[src/source/rv_dec_pkg.sv]
/*
  shared definitions for the RV32IM decoder
  - word, register index and CSR address widths
  - function code and immediate kind enumerations
  - mask/match pair per instruction and the ordered lookup tables
  - instruction word union with R-type and S/B immediate views
*/

`default_nettype none

package rv_dec_pkg;

  localparam int XLEN  = 32;
  localparam int REG_W = 5;
  localparam int CSR_W = 12;

  // number of table entries, ILLEGAL excluded
  localparam int N_FUNC = 56;

  // table index order, later entries win on overlap
  typedef enum logic [6:0] {
    LUI, AUIPC, JAL, JALR,
    BEQ, BNE, BLT, BGE, BLTU, BGEU,
    LB, LH, LW, LBU, LHU,
    SB, SH, SW,
    ADDI, SLTI, SLTIU, XORI, ORI, ANDI, SLLI, SRLI, SRAI,
    ADD, SUB, SLL, SLT, SLTU, XOR, SRL, SRA, OR, AND,
    FENCE, FENCE_TSO, PAUSE, ECALL, EBREAK,
    CSRRW, CSRRS, CSRRC, CSRRWI, CSRRSI, CSRRCI,
    MUL, MULH, MULHSU, MULHU, DIV, DIVU, REM, REMU,
    ILLEGAL = 7'h7F
  } func_e;

  typedef enum logic [2:0] {
    NONE, I, S, B, U, J, C
  } imm_kind_e;

  ////////////////////
  // mask / match pairs
  ////////////////////

  localparam logic [XLEN-1:0] LUI_MASK    = 32'h0000_007F, LUI_MATCH    = 32'h0000_0037;
  localparam logic [XLEN-1:0] AUIPC_MASK  = 32'h0000_007F, AUIPC_MATCH  = 32'h0000_0017;
  localparam logic [XLEN-1:0] JAL_MASK    = 32'h0000_007F, JAL_MATCH    = 32'h0000_006F;
  localparam logic [XLEN-1:0] JALR_MASK   = 32'h0000_707F, JALR_MATCH   = 32'h0000_0067;
  localparam logic [XLEN-1:0] BEQ_MASK    = 32'h0000_707F, BEQ_MATCH    = 32'h0000_0063;
  localparam logic [XLEN-1:0] BNE_MASK    = 32'h0000_707F, BNE_MATCH    = 32'h0000_1063;
  localparam logic [XLEN-1:0] BLT_MASK    = 32'h0000_707F, BLT_MATCH    = 32'h0000_4063;
  localparam logic [XLEN-1:0] BGE_MASK    = 32'h0000_707F, BGE_MATCH    = 32'h0000_5063;
  localparam logic [XLEN-1:0] BLTU_MASK   = 32'h0000_707F, BLTU_MATCH   = 32'h0000_6063;
  localparam logic [XLEN-1:0] BGEU_MASK   = 32'h0000_707F, BGEU_MATCH   = 32'h0000_7063;
  localparam logic [XLEN-1:0] LB_MASK     = 32'h0000_707F, LB_MATCH     = 32'h0000_0003;
  localparam logic [XLEN-1:0] LH_MASK     = 32'h0000_707F, LH_MATCH     = 32'h0000_1003;
  localparam logic [XLEN-1:0] LW_MASK     = 32'h0000_707F, LW_MATCH     = 32'h0000_2003;
  localparam logic [XLEN-1:0] LBU_MASK    = 32'h0000_707F, LBU_MATCH    = 32'h0000_4003;
  localparam logic [XLEN-1:0] LHU_MASK    = 32'h0000_707F, LHU_MATCH    = 32'h0000_5003;
  localparam logic [XLEN-1:0] SB_MASK     = 32'h0000_707F, SB_MATCH     = 32'h0000_0023;
  localparam logic [XLEN-1:0] SH_MASK     = 32'h0000_707F, SH_MATCH     = 32'h0000_1023;
  localparam logic [XLEN-1:0] SW_MASK     = 32'h0000_707F, SW_MATCH     = 32'h0000_2023;
  localparam logic [XLEN-1:0] ADDI_MASK   = 32'h0000_707F, ADDI_MATCH   = 32'h0000_0013;
  localparam logic [XLEN-1:0] SLTI_MASK   = 32'h0000_707F, SLTI_MATCH   = 32'h0000_2013;
  localparam logic [XLEN-1:0] SLTIU_MASK  = 32'h0000_707F, SLTIU_MATCH  = 32'h0000_3013;
  localparam logic [XLEN-1:0] XORI_MASK   = 32'h0000_707F, XORI_MATCH   = 32'h0000_4013;
  localparam logic [XLEN-1:0] ORI_MASK    = 32'h0000_707F, ORI_MATCH    = 32'h0000_6013;
  localparam logic [XLEN-1:0] ANDI_MASK   = 32'h0000_707F, ANDI_MATCH   = 32'h0000_7013;
  localparam logic [XLEN-1:0] SLLI_MASK   = 32'hFE00_707F, SLLI_MATCH   = 32'h0000_1013;
  localparam logic [XLEN-1:0] SRLI_MASK   = 32'hFE00_707F, SRLI_MATCH   = 32'h0000_5013;
  localparam logic [XLEN-1:0] SRAI_MASK   = 32'hFE00_707F, SRAI_MATCH   = 32'h4000_5013;
  localparam logic [XLEN-1:0] ADD_MASK    = 32'hFE00_707F, ADD_MATCH    = 32'h0000_0033;
  localparam logic [XLEN-1:0] SUB_MASK    = 32'hFE00_707F, SUB_MATCH    = 32'h4000_0033;
  localparam logic [XLEN-1:0] SLL_MASK    = 32'hFE00_707F, SLL_MATCH    = 32'h0000_1033;
  localparam logic [XLEN-1:0] SLT_MASK    = 32'hFE00_707F, SLT_MATCH    = 32'h0000_2033;
  localparam logic [XLEN-1:0] SLTU_MASK   = 32'hFE00_707F, SLTU_MATCH   = 32'h0000_3033;
  localparam logic [XLEN-1:0] XOR_MASK    = 32'hFE00_707F, XOR_MATCH    = 32'h0000_4033;
  localparam logic [XLEN-1:0] SRL_MASK    = 32'hFE00_707F, SRL_MATCH    = 32'h0000_5033;
  localparam logic [XLEN-1:0] SRA_MASK    = 32'hFE00_707F, SRA_MATCH    = 32'h4000_5033;
  localparam logic [XLEN-1:0] OR_MASK     = 32'hFE00_707F, OR_MATCH     = 32'h0000_6033;
  localparam logic [XLEN-1:0] AND_MASK    = 32'hFE00_707F, AND_MATCH    = 32'h0000_7033;
  localparam logic [XLEN-1:0] FENCE_MASK  = 32'h0000_707F, FENCE_MATCH  = 32'h0000_000F;
  localparam logic [XLEN-1:0] FENCE_TSO_MASK = 32'hFFFF_FFFF, FENCE_TSO_MATCH = 32'h8330_000F;
  localparam logic [XLEN-1:0] PAUSE_MASK  = 32'hFFFF_FFFF, PAUSE_MATCH  = 32'h0100_000F;
  localparam logic [XLEN-1:0] ECALL_MASK  = 32'hFFFF_FFFF, ECALL_MATCH  = 32'h0000_0073;
  localparam logic [XLEN-1:0] EBREAK_MASK = 32'hFFFF_FFFF, EBREAK_MATCH = 32'h0010_0073;
  localparam logic [XLEN-1:0] CSRRW_MASK  = 32'h0000_707F, CSRRW_MATCH  = 32'h0000_1073;
  localparam logic [XLEN-1:0] CSRRS_MASK  = 32'h0000_707F, CSRRS_MATCH  = 32'h0000_2073;
  localparam logic [XLEN-1:0] CSRRC_MASK  = 32'h0000_707F, CSRRC_MATCH  = 32'h0000_3073;
  localparam logic [XLEN-1:0] CSRRWI_MASK = 32'h0000_707F, CSRRWI_MATCH = 32'h0000_5073;
  localparam logic [XLEN-1:0] CSRRSI_MASK = 32'h0000_707F, CSRRSI_MATCH = 32'h0000_6073;
  localparam logic [XLEN-1:0] CSRRCI_MASK = 32'h0000_707F, CSRRCI_MATCH = 32'h0000_7073;
  localparam logic [XLEN-1:0] MUL_MASK    = 32'hFE00_707F, MUL_MATCH    = 32'h0200_0033;
  localparam logic [XLEN-1:0] MULH_MASK   = 32'hFE00_707F, MULH_MATCH   = 32'h0200_1033;
  localparam logic [XLEN-1:0] MULHSU_MASK = 32'hFE00_707F, MULHSU_MATCH = 32'h0200_2033;
  localparam logic [XLEN-1:0] MULHU_MASK  = 32'hFE00_707F, MULHU_MATCH  = 32'h0200_3033;
  localparam logic [XLEN-1:0] DIV_MASK    = 32'hFE00_707F, DIV_MATCH    = 32'h0200_4033;
  localparam logic [XLEN-1:0] DIVU_MASK   = 32'hFE00_707F, DIVU_MATCH   = 32'h0200_5033;
  localparam logic [XLEN-1:0] REM_MASK    = 32'hFE00_707F, REM_MATCH    = 32'h0200_6033;
  localparam logic [XLEN-1:0] REMU_MASK   = 32'hFE00_707F, REMU_MATCH   = 32'h0200_7033;

  // indexed by func_e code
  localparam logic [XLEN-1:0] MASK_TBL [N_FUNC] = '{
    LUI_MASK, AUIPC_MASK, JAL_MASK, JALR_MASK,
    BEQ_MASK, BNE_MASK, BLT_MASK, BGE_MASK, BLTU_MASK, BGEU_MASK,
    LB_MASK, LH_MASK, LW_MASK, LBU_MASK, LHU_MASK,
    SB_MASK, SH_MASK, SW_MASK,
    ADDI_MASK, SLTI_MASK, SLTIU_MASK, XORI_MASK, ORI_MASK, ANDI_MASK,
    SLLI_MASK, SRLI_MASK, SRAI_MASK,
    ADD_MASK, SUB_MASK, SLL_MASK, SLT_MASK, SLTU_MASK,
    XOR_MASK, SRL_MASK, SRA_MASK, OR_MASK, AND_MASK,
    FENCE_MASK, FENCE_TSO_MASK, PAUSE_MASK, ECALL_MASK, EBREAK_MASK,
    CSRRW_MASK, CSRRS_MASK, CSRRC_MASK, CSRRWI_MASK, CSRRSI_MASK, CSRRCI_MASK,
    MUL_MASK, MULH_MASK, MULHSU_MASK, MULHU_MASK,
    DIV_MASK, DIVU_MASK, REM_MASK, REMU_MASK
  };

  localparam logic [XLEN-1:0] MATCH_TBL [N_FUNC] = '{
    LUI_MATCH, AUIPC_MATCH, JAL_MATCH, JALR_MATCH,
    BEQ_MATCH, BNE_MATCH, BLT_MATCH, BGE_MATCH, BLTU_MATCH, BGEU_MATCH,
    LB_MATCH, LH_MATCH, LW_MATCH, LBU_MATCH, LHU_MATCH,
    SB_MATCH, SH_MATCH, SW_MATCH,
    ADDI_MATCH, SLTI_MATCH, SLTIU_MATCH, XORI_MATCH, ORI_MATCH, ANDI_MATCH,
    SLLI_MATCH, SRLI_MATCH, SRAI_MATCH,
    ADD_MATCH, SUB_MATCH, SLL_MATCH, SLT_MATCH, SLTU_MATCH,
    XOR_MATCH, SRL_MATCH, SRA_MATCH, OR_MATCH, AND_MATCH,
    FENCE_MATCH, FENCE_TSO_MATCH, PAUSE_MATCH, ECALL_MATCH, EBREAK_MATCH,
    CSRRW_MATCH, CSRRS_MATCH, CSRRC_MATCH, CSRRWI_MATCH, CSRRSI_MATCH, CSRRCI_MATCH,
    MUL_MATCH, MULH_MATCH, MULHSU_MATCH, MULHU_MATCH,
    DIV_MATCH, DIVU_MATCH, REM_MATCH, REMU_MATCH
  };

  ////////////////////
  // instruction word views
  ////////////////////

  typedef union packed {
    struct packed {
      logic [6:0] funct7;
      logic [4:0] rs2;
      logic [4:0] rs1;
      logic [2:0] funct3;
      logic [4:0] rd;
      logic [6:0] opcode;
    } r;
    struct packed {
      logic [6:0] imm_hi;
      logic [4:0] rs2;
      logic [4:0] rs1;
      logic [2:0] funct3;
      logic [4:0] imm_lo;
      logic [6:0] opcode;
    } s;
  } instr_u;

endpackage

`default_nettype wire

[src/source/rv_instr_match.sv]
/*
  instruction matcher
  - priority walk over the mask/match table
  - register use flags and immediate kind per function
  - unmatched words decode to ILLEGAL
*/

`timescale 1ns/1ns
`default_nettype none

module rv_instr_match (
  input  logic [rv_dec_pkg::XLEN-1:0] code_i,
  output rv_dec_pkg::func_e           func_o,
  output logic                        use_rd_o,
  output logic                        use_rs1_o,
  output logic                        use_rs2_o,
  output rv_dec_pkg::imm_kind_e       imm_kind_o
);

  rv_dec_pkg::func_e func;

  ////////////////////
  // function lookup
  ////////////////////

  // fence_tso and pause sit after fence so the exact encodings win
  always_comb begin
    func = rv_dec_pkg::ILLEGAL;
    for (int k = 0; k < rv_dec_pkg::N_FUNC; k++) begin
      if ((code_i & rv_dec_pkg::MASK_TBL[k]) == rv_dec_pkg::MATCH_TBL[k]) begin
        func = rv_dec_pkg::func_e'(k[6:0]);
      end
    end
  end

  assign func_o = func;

  ////////////////////
  // attributes
  ////////////////////

  always_comb begin
    use_rd_o   = 1'b0;
    use_rs1_o  = 1'b0;
    use_rs2_o  = 1'b0;
    imm_kind_o = rv_dec_pkg::NONE;
    case (func)
      rv_dec_pkg::LUI, rv_dec_pkg::AUIPC: begin
        use_rd_o   = 1'b1;
        imm_kind_o = rv_dec_pkg::U;
      end
      rv_dec_pkg::JAL: begin
        use_rd_o   = 1'b1;
        imm_kind_o = rv_dec_pkg::J;
      end
      rv_dec_pkg::JALR,
      rv_dec_pkg::LB, rv_dec_pkg::LH, rv_dec_pkg::LW, rv_dec_pkg::LBU, rv_dec_pkg::LHU,
      rv_dec_pkg::ADDI, rv_dec_pkg::SLTI, rv_dec_pkg::SLTIU,
      rv_dec_pkg::XORI, rv_dec_pkg::ORI, rv_dec_pkg::ANDI,
      rv_dec_pkg::SLLI, rv_dec_pkg::SRLI, rv_dec_pkg::SRAI: begin
        use_rd_o   = 1'b1;
        use_rs1_o  = 1'b1;
        imm_kind_o = rv_dec_pkg::I;
      end
      rv_dec_pkg::BEQ, rv_dec_pkg::BNE, rv_dec_pkg::BLT,
      rv_dec_pkg::BGE, rv_dec_pkg::BLTU, rv_dec_pkg::BGEU: begin
        use_rs1_o  = 1'b1;
        use_rs2_o  = 1'b1;
        imm_kind_o = rv_dec_pkg::B;
      end
      rv_dec_pkg::SB, rv_dec_pkg::SH, rv_dec_pkg::SW: begin
        use_rs1_o  = 1'b1;
        use_rs2_o  = 1'b1;
        imm_kind_o = rv_dec_pkg::S;
      end
      // register-register ALU and M extension
      rv_dec_pkg::ADD, rv_dec_pkg::SUB, rv_dec_pkg::SLL, rv_dec_pkg::SLT,
      rv_dec_pkg::SLTU, rv_dec_pkg::XOR, rv_dec_pkg::SRL, rv_dec_pkg::SRA,
      rv_dec_pkg::OR, rv_dec_pkg::AND,
      rv_dec_pkg::MUL, rv_dec_pkg::MULH, rv_dec_pkg::MULHSU, rv_dec_pkg::MULHU,
      rv_dec_pkg::DIV, rv_dec_pkg::DIVU, rv_dec_pkg::REM, rv_dec_pkg::REMU: begin
        use_rd_o  = 1'b1;
        use_rs1_o = 1'b1;
        use_rs2_o = 1'b1;
      end
      rv_dec_pkg::FENCE, rv_dec_pkg::FENCE_TSO: begin
        use_rd_o  = 1'b1;
        use_rs1_o = 1'b1;
      end
      rv_dec_pkg::CSRRW, rv_dec_pkg::CSRRS, rv_dec_pkg::CSRRC: begin
        use_rd_o  = 1'b1;
        use_rs1_o = 1'b1;
      end
      // rs1 field carries the zimm here
      rv_dec_pkg::CSRRWI, rv_dec_pkg::CSRRSI, rv_dec_pkg::CSRRCI: begin
        use_rd_o   = 1'b1;
        imm_kind_o = rv_dec_pkg::C;
      end
      // pause, ecall, ebreak and illegal words
      default: begin
        use_rd_o   = 1'b0;
        use_rs1_o  = 1'b0;
        use_rs2_o  = 1'b0;
        imm_kind_o = rv_dec_pkg::NONE;
      end
    endcase
  end

endmodule

`default_nettype wire

[src/source/rv_imm_extract.sv]
/*
  immediate extractor
  - I, S, B, U and J formats, sign-extended from bit 31 where signed
  - zero-extended 5-bit CSR immediate
*/

`timescale 1ns/1ns
`default_nettype none

module rv_imm_extract (
  input  rv_dec_pkg::instr_u          code_i,
  output logic [rv_dec_pkg::XLEN-1:0] i_imm_o,
  output logic [rv_dec_pkg::XLEN-1:0] s_imm_o,
  output logic [rv_dec_pkg::XLEN-1:0] b_imm_o,
  output logic [rv_dec_pkg::XLEN-1:0] u_imm_o,
  output logic [rv_dec_pkg::XLEN-1:0] j_imm_o,
  output logic [rv_dec_pkg::XLEN-1:0] c_imm_o
);

  logic sign;

  // bit 31 of the word
  assign sign = code_i.r.funct7[6];

  // bits 31:20
  assign i_imm_o = {{(rv_dec_pkg::XLEN-12){sign}}, code_i.r.funct7, code_i.r.rs2};

  assign s_imm_o = {{(rv_dec_pkg::XLEN-12){sign}}, code_i.s.imm_hi, code_i.s.imm_lo};

  // imm[12|10:5] in imm_hi, imm[4:1|11] in imm_lo
  assign b_imm_o = {{(rv_dec_pkg::XLEN-12){sign}},
                    code_i.s.imm_lo[0],
                    code_i.s.imm_hi[5:0],
                    code_i.s.imm_lo[4:1],
                    1'b0};

  assign u_imm_o = {code_i.r.funct7, code_i.r.rs2, code_i.r.rs1, code_i.r.funct3, 12'h000};

  // imm[20|10:1|11|19:12] from bit 31 down
  assign j_imm_o = {{(rv_dec_pkg::XLEN-20){sign}},
                    code_i.r.rs1,
                    code_i.r.funct3,
                    code_i.r.rs2[0],
                    code_i.r.funct7[5:0],
                    code_i.r.rs2[4:1],
                    1'b0};

  assign c_imm_o = {{(rv_dec_pkg::XLEN-5){1'b0}}, code_i.r.rs1};

endmodule

`default_nettype wire

[src/source/rv_dec_combine.sv]
/*
  decode result stage
  - immediate select by kind
  - register index gating and CSR address qualify
  - output registers, loaded on valid_i
*/

`timescale 1ns/1ns
`default_nettype none

module rv_dec_combine (
  input  logic                         clk_i,
  input  logic                         rst_n_i,
  input  logic                         valid_i,
  input  logic [rv_dec_pkg::XLEN-1:0]  code_i,
  input  rv_dec_pkg::func_e            func_i,
  input  logic                         use_rd_i,
  input  logic                         use_rs1_i,
  input  logic                         use_rs2_i,
  input  rv_dec_pkg::imm_kind_e        imm_kind_i,
  input  logic [rv_dec_pkg::XLEN-1:0]  i_imm_i,
  input  logic [rv_dec_pkg::XLEN-1:0]  s_imm_i,
  input  logic [rv_dec_pkg::XLEN-1:0]  b_imm_i,
  input  logic [rv_dec_pkg::XLEN-1:0]  u_imm_i,
  input  logic [rv_dec_pkg::XLEN-1:0]  j_imm_i,
  input  logic [rv_dec_pkg::XLEN-1:0]  c_imm_i,
  output logic                         valid_o,
  output rv_dec_pkg::func_e            func_o,
  output logic [rv_dec_pkg::REG_W-1:0] rd_o,
  output logic [rv_dec_pkg::REG_W-1:0] rs1_o,
  output logic [rv_dec_pkg::REG_W-1:0] rs2_o,
  output logic [rv_dec_pkg::XLEN-1:0]  imm_o,
  output logic [rv_dec_pkg::CSR_W-1:0] csr_o
);

  logic [rv_dec_pkg::XLEN-1:0]  imm_sel;
  logic [rv_dec_pkg::REG_W-1:0] rd_sel;
  logic [rv_dec_pkg::REG_W-1:0] rs1_sel;
  logic [rv_dec_pkg::REG_W-1:0] rs2_sel;
  logic [rv_dec_pkg::CSR_W-1:0] csr_sel;
  logic                         is_csr;

  always_comb begin
    case (imm_kind_i)
      rv_dec_pkg::I: imm_sel = i_imm_i;
      rv_dec_pkg::S: imm_sel = s_imm_i;
      rv_dec_pkg::B: imm_sel = b_imm_i;
      rv_dec_pkg::U: imm_sel = u_imm_i;
      rv_dec_pkg::J: imm_sel = j_imm_i;
      rv_dec_pkg::C: imm_sel = c_imm_i;
      default:       imm_sel = '0;
    endcase
  end

  // unused register fields read as x0
  assign rd_sel  = use_rd_i  ? code_i[11:7]  : '0;
  assign rs1_sel = use_rs1_i ? code_i[19:15] : '0;
  assign rs2_sel = use_rs2_i ? code_i[24:20] : '0;

  assign is_csr = func_i inside {rv_dec_pkg::CSRRW, rv_dec_pkg::CSRRS, rv_dec_pkg::CSRRC,
                                 rv_dec_pkg::CSRRWI, rv_dec_pkg::CSRRSI, rv_dec_pkg::CSRRCI};

  assign csr_sel = is_csr ? code_i[31:20] : '0;

  ////////////////////
  // output registers
  ////////////////////

  always_ff @(posedge clk_i) begin
    if (!rst_n_i) begin
      valid_o <= 1'b0;
      func_o  <= rv_dec_pkg::func_e'(7'h00);
      rd_o    <= '0;
      rs1_o   <= '0;
      rs2_o   <= '0;
      imm_o   <= '0;
      csr_o   <= '0;
    end else begin
      valid_o <= valid_i;
      // fields hold between strobes
      if (valid_i) begin
        func_o <= func_i;
        rd_o   <= rd_sel;
        rs1_o  <= rs1_sel;
        rs2_o  <= rs2_sel;
        imm_o  <= imm_sel;
        csr_o  <= csr_sel;
      end
    end
  end

endmodule

`default_nettype wire

[src/source/rv_dec_top.sv]
/*
  RV32IM decoder top level
  - matcher and immediate extractor side by side
  - one register stage, one cycle latency
*/

`timescale 1ns/1ns
`default_nettype none

module rv_dec_top (
  input  logic                         clk_i,
  input  logic                         rst_n_i,
  input  logic                         valid_i,
  input  logic [rv_dec_pkg::XLEN-1:0]  code_i,
  output logic                         valid_o,
  output rv_dec_pkg::func_e            func_o,
  output logic [rv_dec_pkg::REG_W-1:0] rd_o,
  output logic [rv_dec_pkg::REG_W-1:0] rs1_o,
  output logic [rv_dec_pkg::REG_W-1:0] rs2_o,
  output logic [rv_dec_pkg::XLEN-1:0]  imm_o,
  output logic [rv_dec_pkg::CSR_W-1:0] csr_o
);

  rv_dec_pkg::func_e           func;
  logic                        use_rd;
  logic                        use_rs1;
  logic                        use_rs2;
  rv_dec_pkg::imm_kind_e       imm_kind;
  logic [rv_dec_pkg::XLEN-1:0] i_imm;
  logic [rv_dec_pkg::XLEN-1:0] s_imm;
  logic [rv_dec_pkg::XLEN-1:0] b_imm;
  logic [rv_dec_pkg::XLEN-1:0] u_imm;
  logic [rv_dec_pkg::XLEN-1:0] j_imm;
  logic [rv_dec_pkg::XLEN-1:0] c_imm;

  rv_instr_match match_i (
    .code_i     (code_i),
    .func_o     (func),
    .use_rd_o   (use_rd),
    .use_rs1_o  (use_rs1),
    .use_rs2_o  (use_rs2),
    .imm_kind_o (imm_kind)
  );

  rv_imm_extract extract_i (
    .code_i  (code_i),
    .i_imm_o (i_imm),
    .s_imm_o (s_imm),
    .b_imm_o (b_imm),
    .u_imm_o (u_imm),
    .j_imm_o (j_imm),
    .c_imm_o (c_imm)
  );

  rv_dec_combine combine_i (
    .clk_i      (clk_i),
    .rst_n_i    (rst_n_i),
    .valid_i    (valid_i),
    .code_i     (code_i),
    .func_i     (func),
    .use_rd_i   (use_rd),
    .use_rs1_i  (use_rs1),
    .use_rs2_i  (use_rs2),
    .imm_kind_i (imm_kind),
    .i_imm_i    (i_imm),
    .s_imm_i    (s_imm),
    .b_imm_i    (b_imm),
    .u_imm_i    (u_imm),
    .j_imm_i    (j_imm),
    .c_imm_i    (c_imm),
    .valid_o    (valid_o),
    .func_o     (func_o),
    .rd_o       (rd_o),
    .rs1_o      (rs1_o),
    .rs2_o      (rs2_o),
    .imm_o      (imm_o),
    .csr_o      (csr_o)
  );

endmodule

`default_nettype wire

[config.mk]
export PLATFORM = sky130hd
export DESIGN_NAME = rv_dec_top
export DESIGN_NICKNAME = d
export VERILOG_FILES = /design/src/source/rv_dec_pkg.sv /design/src/source/rv_instr_match.sv /design/src/source/rv_imm_extract.sv /design/src/source/rv_dec_combine.sv /design/src/source/rv_dec_top.sv
export SDC_FILE = /design/constraint.sdc
export NUM_CORES = 1
export LEC_CHECK = 0
export ABC_AREA = 1
export BUFFER_PORTS_ARGS = -buffer_cell sky130_fd_sc_hd__buf_4
export CAP_MARGIN = 5
export CELL_PAD_IN_SITES_DETAIL_PLACEMENT = 1
export CELL_PAD_IN_SITES_GLOBAL_PLACEMENT = 1
export CORE_UTILIZATION = 34
export CTS_CLUSTER_DIAMETER = 80
export CTS_CLUSTER_SIZE = 20
export DETAILED_ROUTE_END_ITERATION = 8
export PLACE_DENSITY_LB_ADDON = 0.1
export RECOVER_POWER = 25
export SETUP_SLACK_MARGIN = 0.15
export SYNTH_ARGS = -nofsm -noshare
export SYNTH_HDL_FRONTEND = slang
export SYNTH_SLANG_ARGS = --single-unit
[constraint.sdc]
create_clock -name clk_i -period 2.5 [get_ports clk_i]
set_input_delay 0.25 -clock clk_i [delete_from_list [all_inputs] [get_ports clk_i]]
set_output_delay 0.25 -clock clk_i [all_outputs]
set_load 0.05 [all_outputs]
### Word-level counts from Yosys, hierarchy flattened

Index checks and enable logic that the tools add are counted.

* output and inout bits: 67
* register bits: 67
* logic and storage cells: 196

* reductions and logical operators: 10
* multiplexer cells: 65
* eq/ne operators: 114

Operators by type and width (number)
* $mux W7: 56
* $pmux W32 S6: 1
* $eq A7 B6 Y1 const B: 22
* $eq A17 B11 Y1 const B: 8
* $eq A10 B10 Y1 const B: 12
* $eq A7 B5 Y1 const B: 17
* $eq A17 B10 Y1 const B: 5
* $eq A10 B9 Y1 const B: 6
* $eq A7 B4 Y1 const B: 8
* $eq A17 B16 Y1 const B: 3
* $reduce_or A47 Y1: 1
* $reduce_or A44 Y1: 1
* $eq A10 B8 Y1 const B: 4
* $eq A17 B8 Y1 const B: 2
* $eq A17 B9 Y1 const B: 2
* $eq A32 B21 Y1 const B: 1
* $eq A32 B25 Y1 const B: 1
* $eq A32 B32 Y1 const B: 1
* $eq A32 B7 Y1 const B: 1
* $eq A7 B3 Y1 const B: 4
* $reduce_or A27 Y1: 1
* $eq A10 B7 Y1 const B: 2
* $pmux W3 S6: 1
* $eq A17 B6 Y1 const B: 1
* 19 further kinds: 28

### Longest topological paths before layout

Gate-level depths: netlist of the first run.

* depth in word-level cells: 62
* depth in mapped cells: 25

### Cells and area by module

A second synthesis of the first run with hierarchy kept.

* cells, all modules: 1272
* area total of the unflattened synthesis: 7828.8 µm²

Modules (own cells, without submodules)
* rv_dec_combine: sequential area each 1341.3 µm², instances 1, area an instance 4688.2 µm², cells each 749
* rv_instr_match: sequential area each 0.0 µm², instances 1, area an instance 1695.4 µm², cells each 330
* rv_imm_extract: sequential area each 0.0 µm², instances 1, area an instance 1445.1 µm², cells each 193

### Worst setup path after synthesis of the first run

OpenSTA, ideal clock, no wires.

* kind: input to register
* start point: in code_i[14] (netlist bit)
* end point: reg combine_i.imm_o[10] (netlist bit)
* library setup time: 125 ps
* arrival time: 2359 ps
* stages: 17
* slack: 16 ps
* path buffers: 1
* path through: buf_4 -> nand2_1 -> inv_1 -> nand3_1 -> o21ai_1 -> nor4_1 -> nand2_1 -> nor3_2 -> nand3_1 -> nand3_1 -> nand2_1 -> nor2_1 -> nand3_2 -> o21bai_2 -> nand3_1 -> nor3b_4 -> o21ai_2

* word-level cells in the longest chain between the ends: 59
* elaborated cells between the ends (all ways): 149
* those cells by class: eq/ne (88); mux (55); reduce/logical (6)

Ends and longest elaborated chain
* start: declaration: RTL line rv_dec_top.sv:14 `input logic [rv_dec_pkg::XLEN-1:0] code_i,`
* $eq A10 B7 Y1: RTL line rv_instr_match.sv:30 `if ((code_i & rv_dec_pkg::MASK_TBL[k]) == rv_dec_pkg::MATCH_TBL[k]) begin`
* $mux W7 (52 in a row): RTL line rv_instr_match.sv:30
* $mux W7 (*): RTL line rv_instr_match.sv:30
* $eq A7 B2 Y1 (tied with other cells): RTL line rv_instr_match.sv:47 `case (func)`
* $reduce_or A15 Y1 (tied with other cells): RTL line rv_instr_match.sv:47
* $pmux W3 S6 (*): RTL line rv_instr_match.sv:47
* $eq A3 B3 Y1 (tied with other cells): RTL line rv_dec_combine.sv:44 `case (imm_kind_i)`
* $pmux W32 S6 (*): RTL line rv_dec_combine.sv:44
* end signal: assignment: RTL line rv_dec_combine.sv:86 `imm_o <= imm_sel;`
* end: declaration: RTL line rv_dec_combine.sv:32 `output logic [rv_dec_pkg::XLEN-1:0] imm_o,`

Mark *: on every way between the ends. The rest lies on a longest branch, timed or not.
A chain may end at the register's enable or synchronous reset.

### Worst setup path in the final report of the first run

* start point: in code_i[1] (netlist bit)
* end point: reg combine_i.imm_o[21] (netlist bit)

* word-level cells in the longest chain between the ends: 62
* elaborated cells between the ends (all ways): 155
* those cells by class: eq/ne (91); mux (58); reduce/logical (6)

Ends and longest elaborated chain (RTL line)
* $eq A7 B6 Y1: rv_instr_match.sv:30
* $mux W7 (55 in a row): rv_instr_match.sv:30
* $mux W7 (*): rv_instr_match.sv:30
* $eq A7 B2 Y1 (tied with other cells): rv_instr_match.sv:47
* $reduce_or A15 Y1 (tied with other cells): rv_instr_match.sv:47
* $pmux W3 S6 (*): rv_instr_match.sv:47
* $eq A3 B3 Y1 (tied with other cells): rv_dec_combine.sv:44
* $pmux W32 S6 (*): rv_dec_combine.sv:44

Marks and branches as above.

==> results.tsv, run 1 <==
stage	metric	value	unit
synthesis	Cell Area, Synth	4303	sq um
clock_network	Sink Count	67	
die	row cnt	40	
detailed_routing	Antenna Violating Nets Remaining	0	
clock_network	Clock Path Buffers	2	
power	Comb power frac	18.0	%
die	Horiz. Die Dim	114.5	um
worst_setup_path	Worst path top cell family by delay	compound AO/OA/AOI/OAI gates	
detailed_routing	Vias/cell	5.868	
clock_network	Skew-Pair Late Insertion Delay	0.36	ns
clock_network	Clock Pin Slew Worst Setup and Hold Paths	0.07	ns
global_routing	first-pass GRT wire length	39040	um
worst_hold_path	worst min path class	primary input to register	
detailed_routing	post-DR wirelength/cell	25.31	um
die	die span in y	114.5	um
run	Max-Cap Viols	0	
synthesis	sequential share of the synthesized area	31.17	%
synthesis	Post-synth EDFFs	0	
worst_setup_path	worst setup path class	primary input to register	
detailed_routing	TritonRoute pass-1 iters	5	
synthesis	main area contributors after synthesis	dfxtp_1, nand2_1, nor2_1	
die	top-level I/O count	102	
timing	Slew Viols, Final	0	
place	GP Congestion	0.9481	
clock_network	H-tree levels	3	
timing	fin crit period	2.988	ns
timing	slew margin rel.	43.09	%
global_routing	vias in the first global route	6787	
outcome	failing checks	setup timing	
global_routing	grt total ovfl	0	
synthesis	Synth cell types	52	
timing	Slew @ Worst Pin	0.8447	ns
detailed_routing	DRC	0	
detailed_routing	vias	6678	
global_routing	Total GRT Usage	39.72	%
clock_network	total CTS buffers	9	
global_routing	largest net degree at the start of global routing	47	
cells_and_area	share of cells above drive strength 1	45.26	%
clock_network	root buf cell	clkbuf_16	
power	Static Leakage	0.003778	uW
timing	Post-Route Skew	0	ns
place	port buffer count	101	
power	switching share of total power	30.11	%
worst_setup_path	crit end category	register	
worst_setup_path	Worst EP required	2.74	ns
power	Clock power frac	45.5	%
synthesis	predominant post-synthesis flop cell	dfxtp_1	
detailed_routing	Initial DRC Count	648	
worst_setup_path	CP Cell Sequence	buf_8, nand2_8, inv_8, nand3_4, buf_6, nor2_4, buf_4, nand2_4, nor2_4, inv_1, nor3_2, a31oi_1, o221a_2, nand4_1, nor2_1, buf_4, nand3_2, a21oi_4, inv_4, a21oi_4, buf_6, nor3_4, o21ai_2	
synthesis	synthesized area per cell	6.529	sq um
worst_setup_path	Crit path buffers/inverters	8	
worst_setup_path	slowest CP cell	o21ai_2	
timing	fmax	334.7	MHz
cells_and_area	fin util	63.06	%
power	Psw	898.2	uW
worst_setup_path	crit path launch type	primary input	
cells_and_area	# diodes	0	
worst_setup_path	Critical Path Fanout Max	3	
timing	Final WS setup	-0.4880	ns
outcome	status	finished, violations left	
detailed_routing	final wirelength	28800	um
synthesis	net count after synthesis	694	
global_routing	initial antenna violation count	1	
power	internal power	2085	uW
timing	Fin. Hold Viols	0	
power	peak supply drop	0.0003662	V
power	sequential fraction of design power	36.5	%
cells_and_area	final net count	1000	
timing	part of the cycle the worst path needs	119.5	%
power	Cell Pwr Density	389.0	nW/um^2
worst_setup_path	CP peak stage delay	0.30	ns
timing	RSZ-0062 raised after global routing	true	
synthesis	Async S/R FF share, synth	0	%
synthesis	Cells after Synth	659	
die	core area	12160	sq um
timing	endpoints failing setup	38	
timing	setup_tns	-13.55	ns
clock_network	CTS tree	done	
place	hpwl dp	17430	um
power	Pwr Total	2983	uW
die	die area	13110	sq um
synthesis	post-synth top area share	31.17	%
die	Starting Density	35.38	%
synthesis	#FFs+latches synth	67	
cells_and_area	Area growth syn-to-layout	78.22	%
worst_setup_path	Worst EP arrival	3.23	ns
synthesis	synth warn	0	
synthesis	post-synth top area cell	dfxtp_1	
[routing by layer]
layer | track usage, % | share of wire [%]
met5 | 0 | 0.045
met4 | 23.81 | 7.1
met3 | 6.247 | 7.9
met2 | 71.15 | 48
met1 | 44.23 | 37
[state kept, by name, summed over array words and instances (netlist names)]
register,cells
combine_i.valid_o,1
combine_i.rs2_o,5
combine_i.rd_o,5
combine_i.func_o,7
combine_i.rs1_o,5
combine_i.imm_o,32
combine_i.csr_o,12
[repair_timing]
item	in CTS	in global routing
gates cloned	2	0
setup buffers	26	10
gates resized for setup	74	51
hold buffers	0	0
pin swaps	42	43
endpoints found under the setup margin	37	51
[worst reg2reg max path, cell delays in order, from the launching register on]
cell and delay, ns:
dfxtp_1 0.32, nand2_1 0.08, o21ai_0 0.32
[through the flow]
| step | cell area, sq um | hold slack [ns] | instances | setup slack, ns |
|---|---|---|---|---|
| finish | 7669 | 0.1737 | 1138 | -0.4880 |
| global placement | 6620 | 0.4408 | 1084 | -0.7645 |
| CTS | 7462 | 0.1984 | 1128 | -0.3561 |
| detailed placement | 6620 | 0.4484 | 1084 | -0.8198 |
| global route | 7669 | 0.1995 | 1138 | -0.5944 |
| floorplan | 4375 | 0.4203 | 659 | 0.1119 |
[cells in the mapped netlist, drive strengths merged (3+ instances only)]
cell / instances
dfxtp: 67
o221ai: 5
a22o: 5
a32o: 5
nand3: 48
a211oi: 3
o22ai: 6
nand4: 28
a22oi: 3
nand2: 138
clkbuf: 13
nor3: 36
a21oi: 19
inv: 91
buf: 10
nor4: 14
o21ai: 52
nor2: 101
[worst paths after layout]
kind                 startpoint             endpoint  slack [ns]  cells after the start
max                   code_i[1]  combine_i.imm_o[21]       -0.49                     23
min                  code_i[16]  combine_i.imm_o[16]        0.17                      3
max reg2reg  combine_i.csr_o[8]   combine_i.csr_o[8]        1.54                      2
min reg2reg  combine_i.rs1_o[0]   combine_i.rs1_o[0]        0.46                      2
[power by group through the flow]
stage          Sequential (uW)  Combinational [uW]  Clock, uW
5_1_grt                   1090                 550       1400
3_3_place_gp              1110                 437          0
6_report                  1090                 536       1360
2_1_floorplan             1150                 151          0
4_1_cts                   1090                 484       1310
3_5_place_dp              1110                 447          0
[final cells by class]
type / count / area [sq um]
fillers: 1571 / 4493
repair buffers: 317 / 2465
flip-flops and latches: 67 / 1341
clock inverters: 6 / 63.81
clock buffers: 10 / 239.0
multi-input cells: 478 / 2982
well taps: 168 / 210.2
inverters: 92 / 367.9
[cells by family (layout without fill, tap and decap cells)]
family | count (synthesis) | in the layout | share of synthesized area, %
simple gates | 368 | 368 | 40.83
buf+inv | 115 | 425 | 10.64
compound gates | 109 | 110 | 17.36
flops | 67 | 67 | 31.17
[layout by cell type (no fill, tap or decap), types with 6 or more instances in the layout]
| cell type | instances |
|---|---|
| clkbuf_16 | 9 |
| buf_4 | 270 |
| o21ai_0 | 21 |
| nor2_4 | 11 |
| nand2_2 | 13 |
| nor3_1 | 20 |
| buf_12 | 7 |
| o21ai_1 | 17 |
| o22ai_1 | 6 |
| dfxtp_1 | 67 |
| nor3_4 | 7 |
| nor2_1 | 73 |
| nor2_2 | 15 |
| o21ai_2 | 10 |
| nor4_1 | 7 |
| nand3_1 | 34 |
| nor3_2 | 9 |
| a21oi_1 | 11 |
| inv_2 | 11 |
| nand2_1 | 120 |
| nand4_1 | 28 |
| inv_1 | 73 |
| buf_6 | 12 |
| clkbuf_1 | 24 |
| inv_4 | 6 |
| nand3_2 | 11 |
Power figures use the tool's default switching activity.
==> run 2, diff against run 1 <==
- CORE_UTILIZATION: 34 -> 38
- SYNTH_HIERARCHICAL: not set -> 1
==> results.tsv, run 2 <==
stage	metric	value	unit
outcome	failing checks	setup timing	
synthesis	post-synth top area cell	buf_4	
cells_and_area	final cell count without fillers	1708	
cells_and_area	Largest register FFs	32	
synthesis	synth warn	6	
cells_and_area	fin util	53.09	%
cells_and_area	share of cells above drive strength 1	38.87	%
synthesis	synthesized area per cell	6.155	sq um
timing	Final WS setup	-0.2295	ns
synthesis	Cell Area, Synth	7829	sq um
synthesis	sequential share of the synthesized area	17.13	%
timing	Post-Route Skew	0	ns
detailed_routing	DRC	0	
synthesis	main area contributors after synthesis	buf_4, dfxtp_1, nand4_1	
global_routing	grt total ovfl	0	
synthesis	#FFs+latches synth	67	
detailed_routing	final wirelength	34760	um
cells_and_area	final net count	1468	
timing	part of the cycle the worst path needs	109.2	%
die	row cnt	52	
synthesis	Cells after Synth	1272	
global_routing	largest net degree at the start of global routing	77	
global_routing	first-pass GRT wire length	48490	um
timing	fin crit period	2.729	ns
clock_network	Clock Path Buffers	2	
place	Cells after DPL	1615	
global_routing	initial antenna violation count	0	
detailed_routing	Initial DRC Count	617	
global_routing	most used routing layer	met2	
synthesis	Synth cell types	43	
synthesis	post-synth top area share	19.08	%
cells_and_area	Biggest register	combine_i/imm_o	
place	GP Congestion	1.011	
clock_network	H-tree levels	3	
worst_setup_path	Critical Path Fanout Max	5	
timing	Slew Viols, Final	0	
cells_and_area	Top Registers	combine_i/imm_o x32, combine_i/csr_o x12, combine_i/func_o x7	
global_routing	met1 Use GR	39.53	%
synthesis	Post-synth EDFFs	0	
die	die span in y	145.5	um
place	hpwl dp	23130	um
place	port buffer count	101	
global_routing	M2 GR Usage	47.74	%
die	die area	21180	sq um
timing	fmax	366.4	MHz
worst_setup_path	worst setup path class	primary input to register	
clock_network	Sink Count	67	
global_routing	Total GRT Usage	29.15	%
cells_and_area	Area growth syn-to-layout	37.22	%
run	Max-Cap Viols	0	
power	Static Leakage	0.005310	uW
timing	slew margin rel.	45.20	%
die	Starting Density	38.69	%
synthesis	Async S/R FF share, synth	0	%
detailed_routing	TritonRoute pass-1 iters	5	
worst_setup_path	Worst EP required	2.75	ns
timing	setup_tns	-3.690	ns
global_routing	vias in the first global route	8731	
synthesis	top post-synthesis cells by count	nand2_1, buf_4, nand4_1	
outcome	status	finished, violations left	
worst_hold_path	worst min path class	primary input to register	
timing	Slew @ Worst Pin	0.8221	ns
worst_setup_path	Worst EP arrival	2.98	ns
power	Cell Pwr Density	302.4	nW/um^2
die	top-level I/O count	102	
worst_setup_path	crit path launch type	primary input	
worst_setup_path	crit end category	register	
timing	RSZ-0062 raised after global routing	true	
clock_network	CTS tree	done	
detailed_routing	post-DR wirelength/cell	20.35	um
detailed_routing	Antenna Violating Nets Remaining	0	
die	core area	20230	sq um
detailed_routing	Vias/cell	5.528	
clock_network	total CTS buffers	9	
cells_and_area	commonest non-fill, non-tap cell in the layout	buf_4	
cells_and_area	commonest cells after routing, fill and taps aside	buf_4, nand2_1, nand4_1	
clock_network	Skew-Pair Late Insertion Delay	0.34	ns
clock_network	root buf cell	clkbuf_16	
global_routing	met3 GRT Util	4.232	%
timing	Fin. Hold Viols	0	
cells_and_area	# diodes	0	
synthesis	predominant post-synthesis flop cell	dfxtp_1	
power	peak supply drop	0.0003333	V
detailed_routing	vias	9441	
timing	endpoints failing setup	23	
die	Horiz. Die Dim	145.5	um
synthesis	most common cell in the netlist	nand2_1	
clock_network	Clock Pin Slew Worst Setup and Hold Paths	0.06	ns
-- run 2: cell families (layout without fill, tap and decap cells) --
family	count (synthesis)	after routing	synth area share, %
compound gates	99	99	6.857
flops	67	67	17.13
other cells	1	41	0.04790
simple gates	720	722	45.33
buf+inv	385	509	30.64
-- run 2: final cells by class --
type	count	area, sq um
Clock inverter	7	81.33
Multi-Input combinational cell	862	4792
Sequential cell	67	1341
Inverter	111	476.7
Tap cell	270	337.8
Fill cell	2639	9492
Timing Repair inverter	1	8.758
Timing Repair Buffer	381	3480
Clock buffer	9	225.2
-- run 2: worst paths after layout --
check,startpoint,endpoint,slack (ns),cells after the start
worst max-delay path,code_i[5],combine_i/rd_o[0],-0.23,23
worst min-delay path,rst_n_i,combine_i/valid_o,0.24,3
worst max register to register,combine_i/csr_o[6],combine_i/csr_o[6],1.70,2
worst min register to register,combine_i/imm_o[15],combine_i/imm_o[15],0.47,2
-- run 2: worst max-delay path, stage by stage --
cell and delay, ns:
buf_4 0.12, inv_1 0.08, nand2_1 0.16, nor2_2 0.11, nand2_1 0.12, nor2_1 0.08
nor2_1 0.10, nand4_1 0.09, nor2_2 0.10, nand4_1 0.16, nor2_1 0.19, nand4_1 0.11
nor2_1 0.10, nand4_1 0.12, nor2_2 0.14, nand4_1 0.11, nor2_2 0.13, nand4_1 0.13
nand2_1 0.11, nor2_1 0.05, nand3_2 0.12, nand3_2 0.10, a21oi_1 0.17
-- run 2: power by group --
group          total [uW]  switching (uW)  internal (uW)  leakage (uW)
Clock                1340             551            790      0.000153
Combinational         804             515            289       0.00461
Sequential           1100            13.5           1090      0.000544
Total                3250            1080           2170       0.00531
-- run 2: routing by layer --
metal	up-vias	part of all wire, %
li1	4415	-
met1	4661	44
met2	296	48
met3	69	5.1
met4	0	2.9
met5	-	0
-- run 2: metrics by stage --
stage	hold slack (ns)	total power, uW	cell area (sq um)	setup slack (ns)
after global placement	0.4571	1804	8969	-0.6696
after floorplan	0.3884	1656	8039	0.09932
after CTS	0.2259	3186	9714	-0.1431
after global routing	0.2494	3356	10740	-0.5450
final	0.2382	3249	10740	-0.2295
after detailed placement	0.4598	1806	8969	-0.6854
-- run 2: repair_timing --
action | in CTS | in global routing
endpoints found under the setup margin | 43 | 56
hold buffers | 0 | 0
pin swaps | 17 | 63
resized for setup | 72 | 123
cloned | 2 | 12
buffers inserted | 22 | 41
==> run 3, diff against run 2 <==
- MAX_ROUTING_LAYER: not set -> met4
==> results.tsv, run 3 (same netlist as run 2, synthesis figures left out) <==
stage	metric	value	unit
outcome	status	finished, violations left	
outcome	failing checks	DRC, setup timing	
cells_and_area	share of cells above drive strength 1	32.78	%
place	placed cell areas	8891	sq um
die	Starting Density	38.69	%
global_routing	initial antenna violation count	0	
timing	Post-Route Skew	0	ns
global_routing	largest net degree at the start of global routing	71	
timing	fmax	389.2	MHz
worst_hold_path	Hold Crit Depth	3	
worst_setup_path	Worst EP arrival	2.83	ns
worst_hold_path	worst min path class	primary input to register	
timing	Final WS setup	-0.06938	ns
worst_setup_path	RR Endpoint	combine_i/rs1_o[1]	
die	core area	20230	sq um
worst_hold_path	Hold Path End	combine_i/valid_o	
cells_and_area	final cell count without fillers	1652	
cells_and_area	final net count	1412	
die	row cnt	52	
cells_and_area	Top Registers	combine_i/imm_o x32, combine_i/csr_o x12, combine_i/func_o x7	
worst_setup_path	Worst EP required	2.76	ns
timing	endpoints failing setup	19	
detailed_routing	Vias/cell	5.429	
power	Cell Pwr Density	320.1	nW/um^2
die	die area	21180	sq um
worst_setup_path	crit path launch type	primary input	
detailed_routing	met2 wire length	15380	um
global_routing	grt total ovfl	0	
worst_setup_path	depth of the most critical reg-to-reg path	2	
cells_and_area	Biggest register	combine_i/imm_o	
worst_setup_path	R2R Path Start	combine_i/rs1_o[1]	
die	die span in y	145.5	um
worst_setup_path	flop2flop setup slack	1.78	ns
place	DP Worst Slack	-0.6370	ns
global_routing	first-pass GRT wire length	49260	um
power	peak supply drop	0.0003125	V
detailed_routing	Initial DRC Count	706	
power	Static Leakage	0.004894	uW
timing	Fin. Hold Viols	0	
global_routing	Total GRT Usage	30.58	%
clock_network	root buf cell	clkbuf_16	
clock_network	total CTS buffers	9	
detailed_routing	WL met3	1264	um
detailed_routing	highest routed metal layer	met4	
run	Max-Cap Viols	0	
timing	slew margin rel.	64.40	%
worst_hold_path	min-delay src	rst_n_i	
cells_and_area	finished layout cell area	9960	sq um
die	top-level I/O count	102	
timing	fin crit period	2.569	ns
cells_and_area	Area growth syn-to-layout	27.22	%
clock_network	Clock Pin Slew Worst Setup and Hold Paths	0.07	ns
detailed_routing	final wirelength	32910	um
place	hpwl dp	23840	um
timing	Slew @ Worst Pin	0.5340	ns
cells_and_area	Largest register FFs	32	
timing	setup_tns	-0.6063	ns
place	port buffer count	101	
detailed_routing	wl on met1	14910	um
cells_and_area	commonest non-fill, non-tap cell in the layout	buf_4	
clock_network	CTS tree	done	
timing	part of the cycle the worst path needs	102.8	%
detailed_routing	vias	8968	
cells_and_area	# diodes	0	
global_routing	vias in the first global route	8752	
detailed_routing	TritonRoute pass-1 iters	7	
worst_setup_path	worst setup path class	primary input to register	
cells_and_area	commonest cells after routing, fill and taps aside	buf_4, nand2_1, nand4_1	
detailed_routing	DRC	1	
die	Horiz. Die Dim	145.5	um
place	GP Congestion	0.9311	
timing	RSZ-0062 raised after global routing	true	
worst_setup_path	Critical Path Fanout Max	6	
clock_network	Clock Path Buffers	2	
detailed_routing	Antenna Violating Nets Remaining	0	
clock_network	H-tree levels	3	
place	Cells after DPL	1603	
worst_setup_path	crit end category	register	
cells_and_area	fin util	49.22	%
clock_network	Sink Count	67	
clock_network	Skew-Pair Late Insertion Delay	0.33	ns
detailed_routing	post-DR wirelength/cell	19.92	um
timing	Slew Viols, Final	0	
==> run 3: cell count changes in the layout (fill, tap and decap cells not counted), sizes merged <==
cell / delta
clkbuf: -5
clkinv: -2
clkinvlp: +1
buf: -50
==> run 3: layer usage <==
| layer | track usage [%] | vias to the layer above |
|---|---|---|
| li1 | - | 4302 |
| met2 | 48.61 | 246 |
| met1 | 39.60 | 4343 |
| met4 | 11.32 | 0 |
| met3 | 3.856 | 77 |
| met5 | - | - |
==> run 3: cell type report <==
cell class                 count  area (sq um)
clock buffer                   9         225.2
clock inverter                 7         80.08
fill                        2686         10270
inverter                     111         457.9
multi-input combinational    862          4641
sequential                    67          1341
tap                          270         337.8
timing repair buffer         326          2877
==> run 3: how the worst max path moves through the flow <==
stage	endpoint	depth (start not counted)	slack [ns]	from
after floorplan	combine_i/csr_o[2]	21	0.1	code_i[3]
after global placement	combine_i/rs1_o[2]	22	-0.61	code_i[3]
after detailed placement	combine_i/rs1_o[4]	22	-0.64	code_i[3]
after CTS	combine_i/rs1_o[4]	26	0.02	code_i[3]
after global routing	combine_i/rs1_o[3]	18	-0.21	code_i[28]
final	combine_i/csr_o[11]	18	-0.07	code_i[4]
==> run 3: report_power, final <==
group | switching [uW] | internal (uW)
sequential | 13.0 | 1090
combinational | 495 | 259
clock | 543 | 789
total | 1050 | 2140
==> run 3: what timing repair did <==
action,CTS,global route
hold buffers,0,0
pin swaps,15,19
gates resized for setup,41,58
endpoints found under the setup margin,54,58
cloned,1,6
buffers inserted,14,12
==> run 3: worst max-delay path: stages <==
cell and delay [ns]:
buf_6 0.10, inv_4 0.04, nand2_4 0.09, buf_12 0.11, nor2_4 0.05, buf_4 0.13
nand3_1 0.17, buf_4 0.16, nand3_1 0.12, nor4_1 0.32, buf_4 0.17, nand4_1 0.16
nor2_1 0.27, nor2_2 0.09, nor4_4 0.19, buf_4 0.20, nand2_1 0.07, a21oi_1 0.14
==> run 3: through the flow <==
| stage | hold slack (ns) | total power (uW) |
|---|---|---|
| floorplan | 0.3884 | 1656 |
| global placement | 0.4554 | 1795 |
| detailed placement | 0.4600 | 1799 |
| CTS | 0.2225 | 3160 |
| global route | 0.2402 | 3317 |
| finish | 0.2325 | 3188 |
